### src/hdl/req_ctrl_pkg.sv
// register map package: register indices and the event and control structs of the register block.
`default_nettype none

package req_ctrl_pkg;

  localparam int REG_BITS   = 32; // register port width.
  localparam int CNT_BITS   = 32; // dispatch counter width, wraps.
  localparam int NUM_CNT    = 5;  // lrd, lwr, rrd, rwr, drop.
  localparam int CTRL_SQ_EN = 0;  // control bit, submit enable.
  localparam int CTRL_CLR   = 1;  // control bit, counter clear, self-clearing.

  typedef enum logic [2:0] {
    REG_CTRL     = 3'd0, // control register.
    REG_CNT_LRD  = 3'd1, // local reads issued.
    REG_CNT_LWR  = 3'd2, // local writes issued.
    REG_CNT_RRD  = 3'd3, // remote reads issued.
    REG_CNT_RWR  = 3'd4, // remote writes issued.
    REG_CNT_DROP = 3'd5  // empty descriptors discarded.
  } reg_addr_e;

  // single-cycle pulses, one per descriptor leaving the sink slice.
  typedef struct packed {
    logic lrd;
    logic lwr;
    logic rrd;
    logic rwr;
    logic drop;
  } req_issue_t;

  typedef struct packed {
    logic sq_en; // router may take descriptors.
  } req_ctrl_t;

endpackage

`default_nettype wire

### src/hdl/req_types_pkg.sv
// request types package: descriptor layout shared by the submission-queue routing path.
`default_nettype none

package req_types_pkg;

  localparam int VADDR_BITS = 48; // virtual address width.
  localparam int LEN_BITS   = 28; // transfer length in bytes.
  localparam int PID_BITS   = 6;  // host process id.

  // one request half, 79 bits.
  typedef struct packed {
    logic [VADDR_BITS-1:0] vaddr;  // start address.
    logic [LEN_BITS-1:0]   len;    // byte count.
    logic                  remote; // goes to the network side.
    logic                  actv;   // half carries a request.
    logic                  last;   // last request of a transfer.
  } req_t;

  // one submission-queue descriptor, 164 bits.
  typedef struct packed {
    req_t                req_1; // read half.
    req_t                req_2; // write half.
    logic [PID_BITS-1:0] pid;   // owner of both halves.
  } dreq_t;

endpackage

`default_nettype wire

### src/hdl/host_req_mux.sv
// host request router: splits submission-queue descriptors onto local and remote request ports.
`timescale 1ns/1ps
`default_nettype none

module host_req_mux
  import req_types_pkg::*, req_ctrl_pkg::*;
#(
  parameter bit EN_NET = 1'b1 // build the remote paths.
) (
  input  logic       aclk,
  input  logic       rst_n,
  input  logic       sq_valid,
  output logic       sq_ready,
  input  dreq_t      sq_data,
  output logic       lrd_valid,
  input  logic       lrd_ready,
  output req_t       lrd_data,
  output logic       lwr_valid,
  input  logic       lwr_ready,
  output req_t       lwr_data,
  output logic       rrd_valid,
  input  logic       rrd_ready,
  output dreq_t      rrd_data,
  output logic       rwr_valid,
  input  logic       rwr_ready,
  output dreq_t      rwr_data,
  input  req_ctrl_t  ctrl,
  output req_issue_t issue
);

  logic  sq_int_valid, sq_int_ready; // sink slice output side.
  dreq_t sq_int_data;
  logic  lrd_int_valid, lrd_int_ready;
  logic  lwr_int_valid, lwr_int_ready;
  logic  rrd_int_valid, rrd_int_ready;
  logic  rwr_int_valid, rwr_int_ready;
  logic  rd_actv, wr_actv, pair;     // active-half decode.
  logic  to_lrd, to_lwr, to_rrd, to_rwr, to_none;
  logic  sq_fire;                    // descriptor leaves the sink slice.

  meta_reg #(.DATA_BITS($bits(dreq_t))) u_reg_sq (
    .aclk(aclk), .rst_n(rst_n),
    .s_valid(sq_valid), .s_ready(sq_ready), .s_data(sq_data),
    .m_valid(sq_int_valid), .m_ready(sq_int_ready), .m_data(sq_int_data)
  );

  assign rd_actv = sq_int_data.req_1.actv;
  assign wr_actv = sq_int_data.req_2.actv;
  assign pair    = rd_actv & wr_actv; // paired is always local.

  // remote bits only count on single halves and only with the network built.
  assign to_rrd  = EN_NET & rd_actv & ~wr_actv & sq_int_data.req_1.remote;
  assign to_rwr  = EN_NET & wr_actv & ~rd_actv & sq_int_data.req_2.remote;
  assign to_lrd  = pair | (rd_actv & ~wr_actv & ~to_rrd);
  assign to_lwr  = pair | (wr_actv & ~rd_actv & ~to_rwr);
  assign to_none = ~rd_actv & ~wr_actv; // empty, consumed and dropped.

  // every chosen slice must be free, a pair waits for both.
  assign sq_int_ready = ctrl.sq_en &
                        (~to_lrd | lrd_int_ready) & (~to_lwr | lwr_int_ready) &
                        (~to_rrd | rrd_int_ready) & (~to_rwr | rwr_int_ready);
  assign sq_fire      = sq_int_valid & sq_int_ready;

  assign lrd_int_valid = sq_fire & to_lrd;
  assign lwr_int_valid = sq_fire & to_lwr;
  assign rrd_int_valid = sq_fire & to_rrd;
  assign rwr_int_valid = sq_fire & to_rwr;

  assign issue.lrd  = lrd_int_valid; // pulses share the sink handshake.
  assign issue.lwr  = lwr_int_valid;
  assign issue.rrd  = rrd_int_valid;
  assign issue.rwr  = rwr_int_valid;
  assign issue.drop = sq_fire & to_none;

  meta_reg #(.DATA_BITS($bits(req_t))) u_reg_lrd (
    .aclk(aclk), .rst_n(rst_n),
    .s_valid(lrd_int_valid), .s_ready(lrd_int_ready), .s_data(sq_int_data.req_1),
    .m_valid(lrd_valid), .m_ready(lrd_ready), .m_data(lrd_data)
  );

  meta_reg #(.DATA_BITS($bits(req_t))) u_reg_lwr (
    .aclk(aclk), .rst_n(rst_n),
    .s_valid(lwr_int_valid), .s_ready(lwr_int_ready), .s_data(sq_int_data.req_2),
    .m_valid(lwr_valid), .m_ready(lwr_ready), .m_data(lwr_data)
  );

  if (EN_NET) begin : g_net
    // remote ports carry the whole descriptor.
    meta_reg #(.DATA_BITS($bits(dreq_t))) u_reg_rrd (
      .aclk(aclk), .rst_n(rst_n),
      .s_valid(rrd_int_valid), .s_ready(rrd_int_ready), .s_data(sq_int_data),
      .m_valid(rrd_valid), .m_ready(rrd_ready), .m_data(rrd_data)
    );

    meta_reg #(.DATA_BITS($bits(dreq_t))) u_reg_rwr (
      .aclk(aclk), .rst_n(rst_n),
      .s_valid(rwr_int_valid), .s_ready(rwr_int_ready), .s_data(sq_int_data),
      .m_valid(rwr_valid), .m_ready(rwr_ready), .m_data(rwr_data)
    );
  end else begin : g_no_net
    assign rrd_int_ready = 1'b0; // never selected.
    assign rwr_int_ready = 1'b0;
    assign rrd_valid     = 1'b0; // remote ports idle.
    assign rwr_valid     = 1'b0;
    assign rrd_data      = '0;
    assign rwr_data      = '0;
  end

endmodule

`default_nettype wire

### src/hdl/host_req_top.sv
// host request top: submission-queue router beside its control and counter register block.
`timescale 1ns/1ps
`default_nettype none

module host_req_top
  import req_types_pkg::*, req_ctrl_pkg::*;
#(
  parameter bit EN_NET = 1'b1 // network option, remote ports built.
) (
  input  logic                aclk,
  input  logic                rst_n,
  input  logic                sq_valid,  // host submission queue.
  output logic                sq_ready,
  input  dreq_t               sq_data,
  output logic                lrd_valid, // local read requests.
  input  logic                lrd_ready,
  output req_t                lrd_data,
  output logic                lwr_valid, // local write requests.
  input  logic                lwr_ready,
  output req_t                lwr_data,
  output logic                rrd_valid, // remote read requests.
  input  logic                rrd_ready,
  output dreq_t               rrd_data,
  output logic                rwr_valid, // remote write requests.
  input  logic                rwr_ready,
  output dreq_t               rwr_data,
  input  logic                reg_wr,    // register strobe port.
  input  logic                reg_rd,
  input  reg_addr_e           reg_addr,
  input  logic [REG_BITS-1:0] reg_wdata,
  output logic [REG_BITS-1:0] reg_rdata,
  output logic                reg_rvalid
);

  req_issue_t issue; // router to counters.
  req_ctrl_t  ctrl;  // registers to router.

  host_req_mux #(.EN_NET(EN_NET)) u_host_req_mux (
    .aclk(aclk), .rst_n(rst_n),
    .sq_valid(sq_valid), .sq_ready(sq_ready), .sq_data(sq_data),
    .lrd_valid(lrd_valid), .lrd_ready(lrd_ready), .lrd_data(lrd_data),
    .lwr_valid(lwr_valid), .lwr_ready(lwr_ready), .lwr_data(lwr_data),
    .rrd_valid(rrd_valid), .rrd_ready(rrd_ready), .rrd_data(rrd_data),
    .rwr_valid(rwr_valid), .rwr_ready(rwr_ready), .rwr_data(rwr_data),
    .ctrl(ctrl),
    .issue(issue)
  );

  req_ctrl_regs #(.EN_NET(EN_NET)) u_req_ctrl_regs (
    .aclk(aclk), .rst_n(rst_n),
    .reg_wr(reg_wr), .reg_rd(reg_rd), .reg_addr(reg_addr),
    .reg_wdata(reg_wdata), .reg_rdata(reg_rdata), .reg_rvalid(reg_rvalid),
    .issue(issue),
    .ctrl(ctrl)
  );

endmodule

`default_nettype wire

### src/hdl/meta_reg.sv
// two-entry valid/ready skid slice with registered data and registered ready.
`timescale 1ns/1ps
`default_nettype none

module meta_reg #(
  parameter int DATA_BITS = 32 // payload width.
) (
  input  logic                 aclk,
  input  logic                 rst_n,
  input  logic                 s_valid,
  output logic                 s_ready,
  input  logic [DATA_BITS-1:0] s_data,
  output logic                 m_valid,
  input  logic                 m_ready,
  output logic [DATA_BITS-1:0] m_data
);

  logic                 skid_valid; // second entry occupied.
  logic [DATA_BITS-1:0] skid_data;  // parked item while output stalls.
  logic                 out_free;   // output register can load this cycle.

  assign out_free = m_ready | ~m_valid;
  assign s_ready  = ~skid_valid; // straight from a flop.

  always_ff @(posedge aclk or negedge rst_n) begin
    if (!rst_n) begin
      m_valid    <= 1'b0;
      skid_valid <= 1'b0;
    end else if (!skid_valid) begin
      if (out_free) begin
        m_valid <= s_valid; // pass through in one cycle.
      end else if (s_valid) begin
        skid_valid <= 1'b1; // park it while the output stalls.
      end
    end else if (m_ready) begin
      m_valid    <= 1'b1; // skid moves forward.
      skid_valid <= 1'b0;
    end
  end

  // payload follows the same decisions.
  always_ff @(posedge aclk) begin
    if (!skid_valid) begin
      if (out_free) begin
        m_data <= s_data;
      end else begin
        skid_data <= s_data;
      end
    end else if (m_ready) begin
      m_data <= skid_data;
    end
  end

endmodule

`default_nettype wire

### src/hdl/req_ctrl_regs.sv
// router register block: submit enable, counter clear and dispatch counters on a strobe port.
`timescale 1ns/1ps
`default_nettype none

module req_ctrl_regs
  import req_ctrl_pkg::*;
#(
  parameter bit EN_NET = 1'b1 // build the remote counters.
) (
  input  logic                aclk,
  input  logic                rst_n,
  input  logic                reg_wr,
  input  logic                reg_rd,
  input  reg_addr_e           reg_addr,
  input  logic [REG_BITS-1:0] reg_wdata,
  output logic [REG_BITS-1:0] reg_rdata,
  output logic                reg_rvalid,
  input  req_issue_t          issue,
  output req_ctrl_t           ctrl
);

  localparam int CNT_RRD_IDX = int'(REG_CNT_RRD) - int'(REG_CNT_LRD); // counter slots follow
  localparam int CNT_RWR_IDX = int'(REG_CNT_RWR) - int'(REG_CNT_LRD); // the register map.

  logic                               ctrl_wr;  // write to the control register.
  logic                               cnt_clr;  // clear strobe, lasts one cycle.
  logic [NUM_CNT-1:0]                 cnt_inc;  // increment per counter slot.
  logic [NUM_CNT-1:0][CNT_BITS-1:0]   cnt_val;  // current counter values.
  logic [2:0]                         cnt_sel;  // counter slot of reg_addr.
  logic [REG_BITS-1:0]                rd_mux;   // read data before the flop.

  assign ctrl_wr = reg_wr & (reg_addr == REG_CTRL);
  assign cnt_clr = ctrl_wr & reg_wdata[CTRL_CLR]; // bit is never stored.
  assign cnt_inc = {issue.drop, issue.rwr, issue.rrd, issue.lwr, issue.lrd};

  always_ff @(posedge aclk or negedge rst_n) begin
    if (!rst_n) begin
      ctrl.sq_en <= 1'b1; // submitting enabled out of reset.
    end else if (ctrl_wr) begin
      ctrl.sq_en <= reg_wdata[CTRL_SQ_EN];
    end
  end

  for (genvar i = 0; i < NUM_CNT; i++) begin : g_cnt
    localparam bit IS_RMT = (i == CNT_RRD_IDX) || (i == CNT_RWR_IDX);
    if (EN_NET || !IS_RMT) begin : g_on
      logic [CNT_BITS-1:0] cnt_q;
      always_ff @(posedge aclk or negedge rst_n) begin
        if (!rst_n) begin
          cnt_q <= '0;
        end else if (cnt_clr) begin
          cnt_q <= '0; // clear wins over a pulse.
        end else if (cnt_inc[i]) begin
          cnt_q <= cnt_q + 1'b1; // wraps.
        end
      end
      assign cnt_val[i] = cnt_q;
    end else begin : g_off
      assign cnt_val[i] = '0; // remote counter not built.
    end
  end

  assign cnt_sel = reg_addr - REG_CNT_LRD;

  always_comb begin
    rd_mux = '0;
    if (reg_addr == REG_CTRL) begin
      rd_mux[CTRL_SQ_EN] = ctrl.sq_en; // clear bit reads 0.
    end else if (reg_addr <= REG_CNT_DROP) begin
      rd_mux = cnt_val[cnt_sel];
    end
  end

  always_ff @(posedge aclk or negedge rst_n) begin
    if (!rst_n) begin
      reg_rvalid <= 1'b0;
    end else begin
      reg_rvalid <= reg_rd; // one cycle after the strobe.
    end
  end

  always_ff @(posedge aclk) begin
    if (reg_rd) begin
      reg_rdata <= rd_mux;
    end
  end

endmodule

`default_nettype wire

### config.mk
export PLATFORM = sky130hd
export DESIGN_NAME = host_req_top
export DESIGN_NICKNAME = d
export VERILOG_FILES = /design/src/hdl/req_ctrl_pkg.sv /design/src/hdl/req_types_pkg.sv /design/src/hdl/host_req_mux.sv /design/src/hdl/host_req_top.sv /design/src/hdl/meta_reg.sv /design/src/hdl/req_ctrl_regs.sv
export SDC_FILE = /design/constraint.sdc
export NUM_CORES = 1
export LEC_CHECK = 0
export BUFFER_PORTS_ARGS = -buffer_cell sky130_fd_sc_hd__buf_2
export CAP_MARGIN = 0
export CELL_PAD_IN_SITES_DETAIL_PLACEMENT = 0
export CELL_PAD_IN_SITES_GLOBAL_PLACEMENT = 2
export CORE_MARGIN = 2
export CORE_UTILIZATION = 44
export CTS_CLUSTER_SIZE = 20
export DETAILED_ROUTE_END_ITERATION = 10
export PLACE_DENSITY_LB_ADDON = 0.1
export SYNTH_ARGS = -nofsm -noshare
export SYNTH_HDL_FRONTEND = slang
export SYNTH_HIERARCHICAL = 1
export SYNTH_SLANG_ARGS = --single-unit
### constraint.sdc
create_clock -name aclk -period 11.5 [get_ports aclk]
set_input_delay 2.3 -clock aclk [delete_from_list [all_inputs] [get_ports aclk]]
set_output_delay 2.3 -clock aclk [all_outputs]
set_load 0.02 [all_outputs]
==> out/results.txt <==
The via count of the first global-routing pass came out at 32226. In the routed design, unresolved DRC markers number 0. In the final layout, the share of cells above drive strength 1 is 41.0%.

The logs give 0 for the final-report setup violation count and 234000 um for the wire length of the first global-routing pass. The global-route congestion overflow total is 0, and the number of rows in the core area is 135. After the first detailed-routing iteration, the DRC count stood at 2928.

In the synthesized netlist, the number of instances is 3195. After detailed routing, the total wire length is 163000 um. The net count of the finished layout is 4175. The H-tree generated during clock tree synthesis spans 4 levels. The initial antenna violation count was 43; the number of iterations in the first detailed-routing pass was 7. The largest total area in the synthesized netlist belongs to edfxtp_1.

The number of setup buffers added after CTS is 0. The worst path in the final design needs a cycle of 4720 ps, including I/O delays and setup. The highest clock frequency the design can meet came out at 212 MHz. The critical path is of the in -> reg type. The tools report the number of distinct standard cells referenced by the synthesized netlist as 58. The maximum number of pins on one net before global-route repair was 116; the final-report hold violation count was 0. Fill cells in the final layout number 11004. The flow ran to the end, and the final reports show no timing, DRC or antenna violations. Power spread over the standard cell area amounts to 263 nW/um2. The area overhead of the layout relative to synthesis is 17.1%. The run gives 732 as the number of I/O pins.

For this run, the leading register cell type out of synthesis is edfxtp_1. The part of the Yosys area used for sequential elements is 73.7%, and the initial core utilization is 44.3%. Final hold analysis gives a worst-case slack of 506 ps.

The run gives 44300 um2 as the register cell area after layout. From left edge to right edge, the die measures 374 um. The total of buffers placed on input and output ports is 701, and the total cell area at the placement stage is 65400 um2. The tools report the source-to-sink clock delay at the later pin of the worst-skew pair as 770 ps. For the worst setup path, the data required time is 12150 ps.

Final count of pins violating max slew: 0. Setup repair after global routing left no endpoint under its margin. The flip-flop and latch count after synthesis was 1504; the mapped cell area was 60200 um2.

By count the netlist is led by edfxtp_1 (1332), mux2_4 (400), mux2_2 (241). The floorplan step defined a die boundary enclosing 140000 um2. The highest ir drop seen on vdd was 136 uV. The total via count after detailed routing is 32039. The proportion of register bits with asynchronous set or reset after synthesis works out to 11.4%. Summing all multi-input logic gate instances after layout gives 14800 um2. Counting the buffers created by CTS gives 161.

The critical path data arrival time came out at 5360 ps. The area of the placeable core is 136000 um2, and the count of placed standard cells in the final layout, fillers left out is 5878. The cell at the root of the clock tree is clkbuf_16. Routability-driven placement finished with a final weighted congestion of 0.851. The tools report the number of buffers inserted for hold repair after clock tree synthesis as 0. When the netlist entered floorplanning its net count stood at 3411.

After routing, the total negative slack on setup checks comes to 0 ps. The number of enable-type register cells in the synthesized netlist is 1332. The kind of path behind the tightest hold check is reg -> reg. The total leakage power was 26.3 nW; the overall track demand over capacity in global routing was 22.9%.

Cell with the most instances after synthesis: edfxtp_1. Clock sink count: 1504. The tool flagged a number of max-cap violations equal to 0. The die is 374 um tall. The clock slew seen by the registers of the worst setup and hold paths was 60 ps. After synthesis, the cell types taking the most area are edfxtp_1 (66%), mux2_4 (10%), dfrtp_1 (7.1%), mux2_2 (4.5%), mux4_2 (1.2%). The run gives 0 as the number of gates resized after cts.

The average wire per cell in the routed design works out to 27.8 um. On the final layout, the worst clock skew is 31.3 ps. The worst pin sits at a relative slew slack of 23.3%. The portion of synthesized cell area occupied by the leading cell type was 66.5%; the largest fanout on the critical path was 90.

Each instance of the synthesized netlist takes up on average 18.8 um2. Detailed placement ended at an HPWL of 104000 um. After routing the design area is 70400 um2. The tools report the overall power after layout as 18.5 mW.

During synthesis, Yosys emitted a total of 6 warnings. The count of nets left with antenna violations after detail routing was 0. In the routed layout, each cell is associated on average with a via count of 5.45. STA classifies the critical path startpoint as an input port. TritonCTS built the clock tree. For the pin with the worst max-slew slack, the measured transition is 1150 ps. After detailed placement, the design holds a cell count of 5577. The element type at the critical path end was a flip-flop. The final cycle utilization of the critical path was 41.0%. The run gives 3 as the maximum clock insertion buffer count.
[cell families after synthesis]
group	share of synthesized area, %
DFF	73.7
AOI/OAI and AO/OA	2.07
xor gates and xnor gates	0.830
adders and majority gates	0.166
buffers and inverters	1.88
muxes	16.4
and+or+nand+nor	4.99
[registers in the layout (all words and copies together) (netlist names), 32 cells and up]
| signal | cells |
|---|---|
| u_host_req_mux/g_net.u_reg_rrd/m_data | 164 |
| u_host_req_mux/u_reg_sq/m_data | 164 |
| u_host_req_mux/u_reg_lwr/skid_data | 79 |
| u_req_ctrl_regs/reg_rdata | 32 |
| u_host_req_mux/g_net.u_reg_rwr/skid_data | 164 |
| u_host_req_mux/g_net.u_reg_rwr/m_data | 164 |
| u_host_req_mux/g_net.u_reg_rrd/skid_data | 164 |
| u_host_req_mux/u_reg_sq/skid_data | 164 |
| u_req_ctrl_regs/g_cnt.g_on.cnt_q | 160 |
| u_host_req_mux/u_reg_lwr/m_data | 79 |
| u_host_req_mux/u_reg_lrd/m_data | 79 |
| u_host_req_mux/u_reg_lrd/skid_data | 79 |
[placed cells by master (no fill, tap or decap), types with 13 or more instances in the layout]
cell and n:
a21oi_1 81, a22oi_1 31, and3_1 18, and4_1 28
buf_2 700, buf_4 49, clkbuf_1 40, clkbuf_16 166
clkinv_1 34, clkinv_2 29, dfrtp_1 166, diode_2 13
edfxtp_1 1332, inv_1 22, mux2_2 241, mux2_4 400
mux2i_1 31, mux4_2 32, nand2_1 93, nand2b_1 30
nand3_1 45, nand4_1 61, nor2_1 107, nor3_1 14
nor4_1 22, o21ai_0 32, o31ai_1 40, or3_1 33
or4_1 48, xnor2_1 34, xor2_1 22
[final timing paths]
path	start	to	slack, ps	cells after the start
worst max-delay path	reg_addr[0]	u_req_ctrl_regs/g_cnt[2].g_on.cnt_q[31]	6780	9
worst min-delay path	u_host_req_mux/u_reg_sq/m_data[0]	u_host_req_mux/g_net.u_reg_rrd/skid_data[0]	510	0
worst max register to register	u_host_req_mux/u_reg_lwr/skid_valid	u_host_req_mux/u_reg_sq/skid_data[11]	6840	8
worst min register to register	u_host_req_mux/u_reg_sq/m_data[0]	u_host_req_mux/g_net.u_reg_rrd/skid_data[0]	510	0
max in group asynchronous	rst_n	u_host_req_mux/u_reg_lwr/skid_valid	8600	2
min in group asynchronous	rst_n	u_req_ctrl_regs/reg_rvalid	1530	1
[layer usage]
layer	up-vias	part of all wire, %	GRT usage [%]
li1	14082	-	-
met1	16532	42	30.5
met2	1131	47	36.5
met3	270	7.3	6.31
met4	24	3.1	7.65
met5	-	0.098	0
[final cells by class]
type | count | area share [%]
diodes | 13 | 0.0462
flip-flops and latches | 1504 | 62.9
clock buffers | 207 | 6.13
clock inverters | 81 | 0.991
well taps | 1781 | 3.16
multi-input cells | 1518 | 21.1
repair buffers | 752 | 5.57
inverters | 22 | 0.117
[report_power, final]
group / switching [mW] / leakage [nW] / total [mW] / internal (mW)
registers: 0.994 / 15.2 / 9.09 / 8.09
logic: 2.77 / 8.56 / 4.46 / 1.68
clock network: 2.10 / 2.46 / 4.95 / 2.85
total: 5.87 / 26.3 / 18.5 / 12.6
[stage by stage]
stage | setup slack (ps) | utilization [%]
finish | 6780 | 51.9
global route | 6510 | 51.9
CTS | 6670 | 51.9
detailed placement | 6050 | 48.2
global placement | 6090 | 48.2
floorplan | 1550 | -
[critical path: stages]
cell     delay (ps)
buf_2           100
buf_4           300
inv_1           160
ha_1            180
nor2b_1         260
and3_4          650
buf_4           900
nor2_1           80
a41o_1          280
Note: power is estimated with default switching activity, not from simulation.
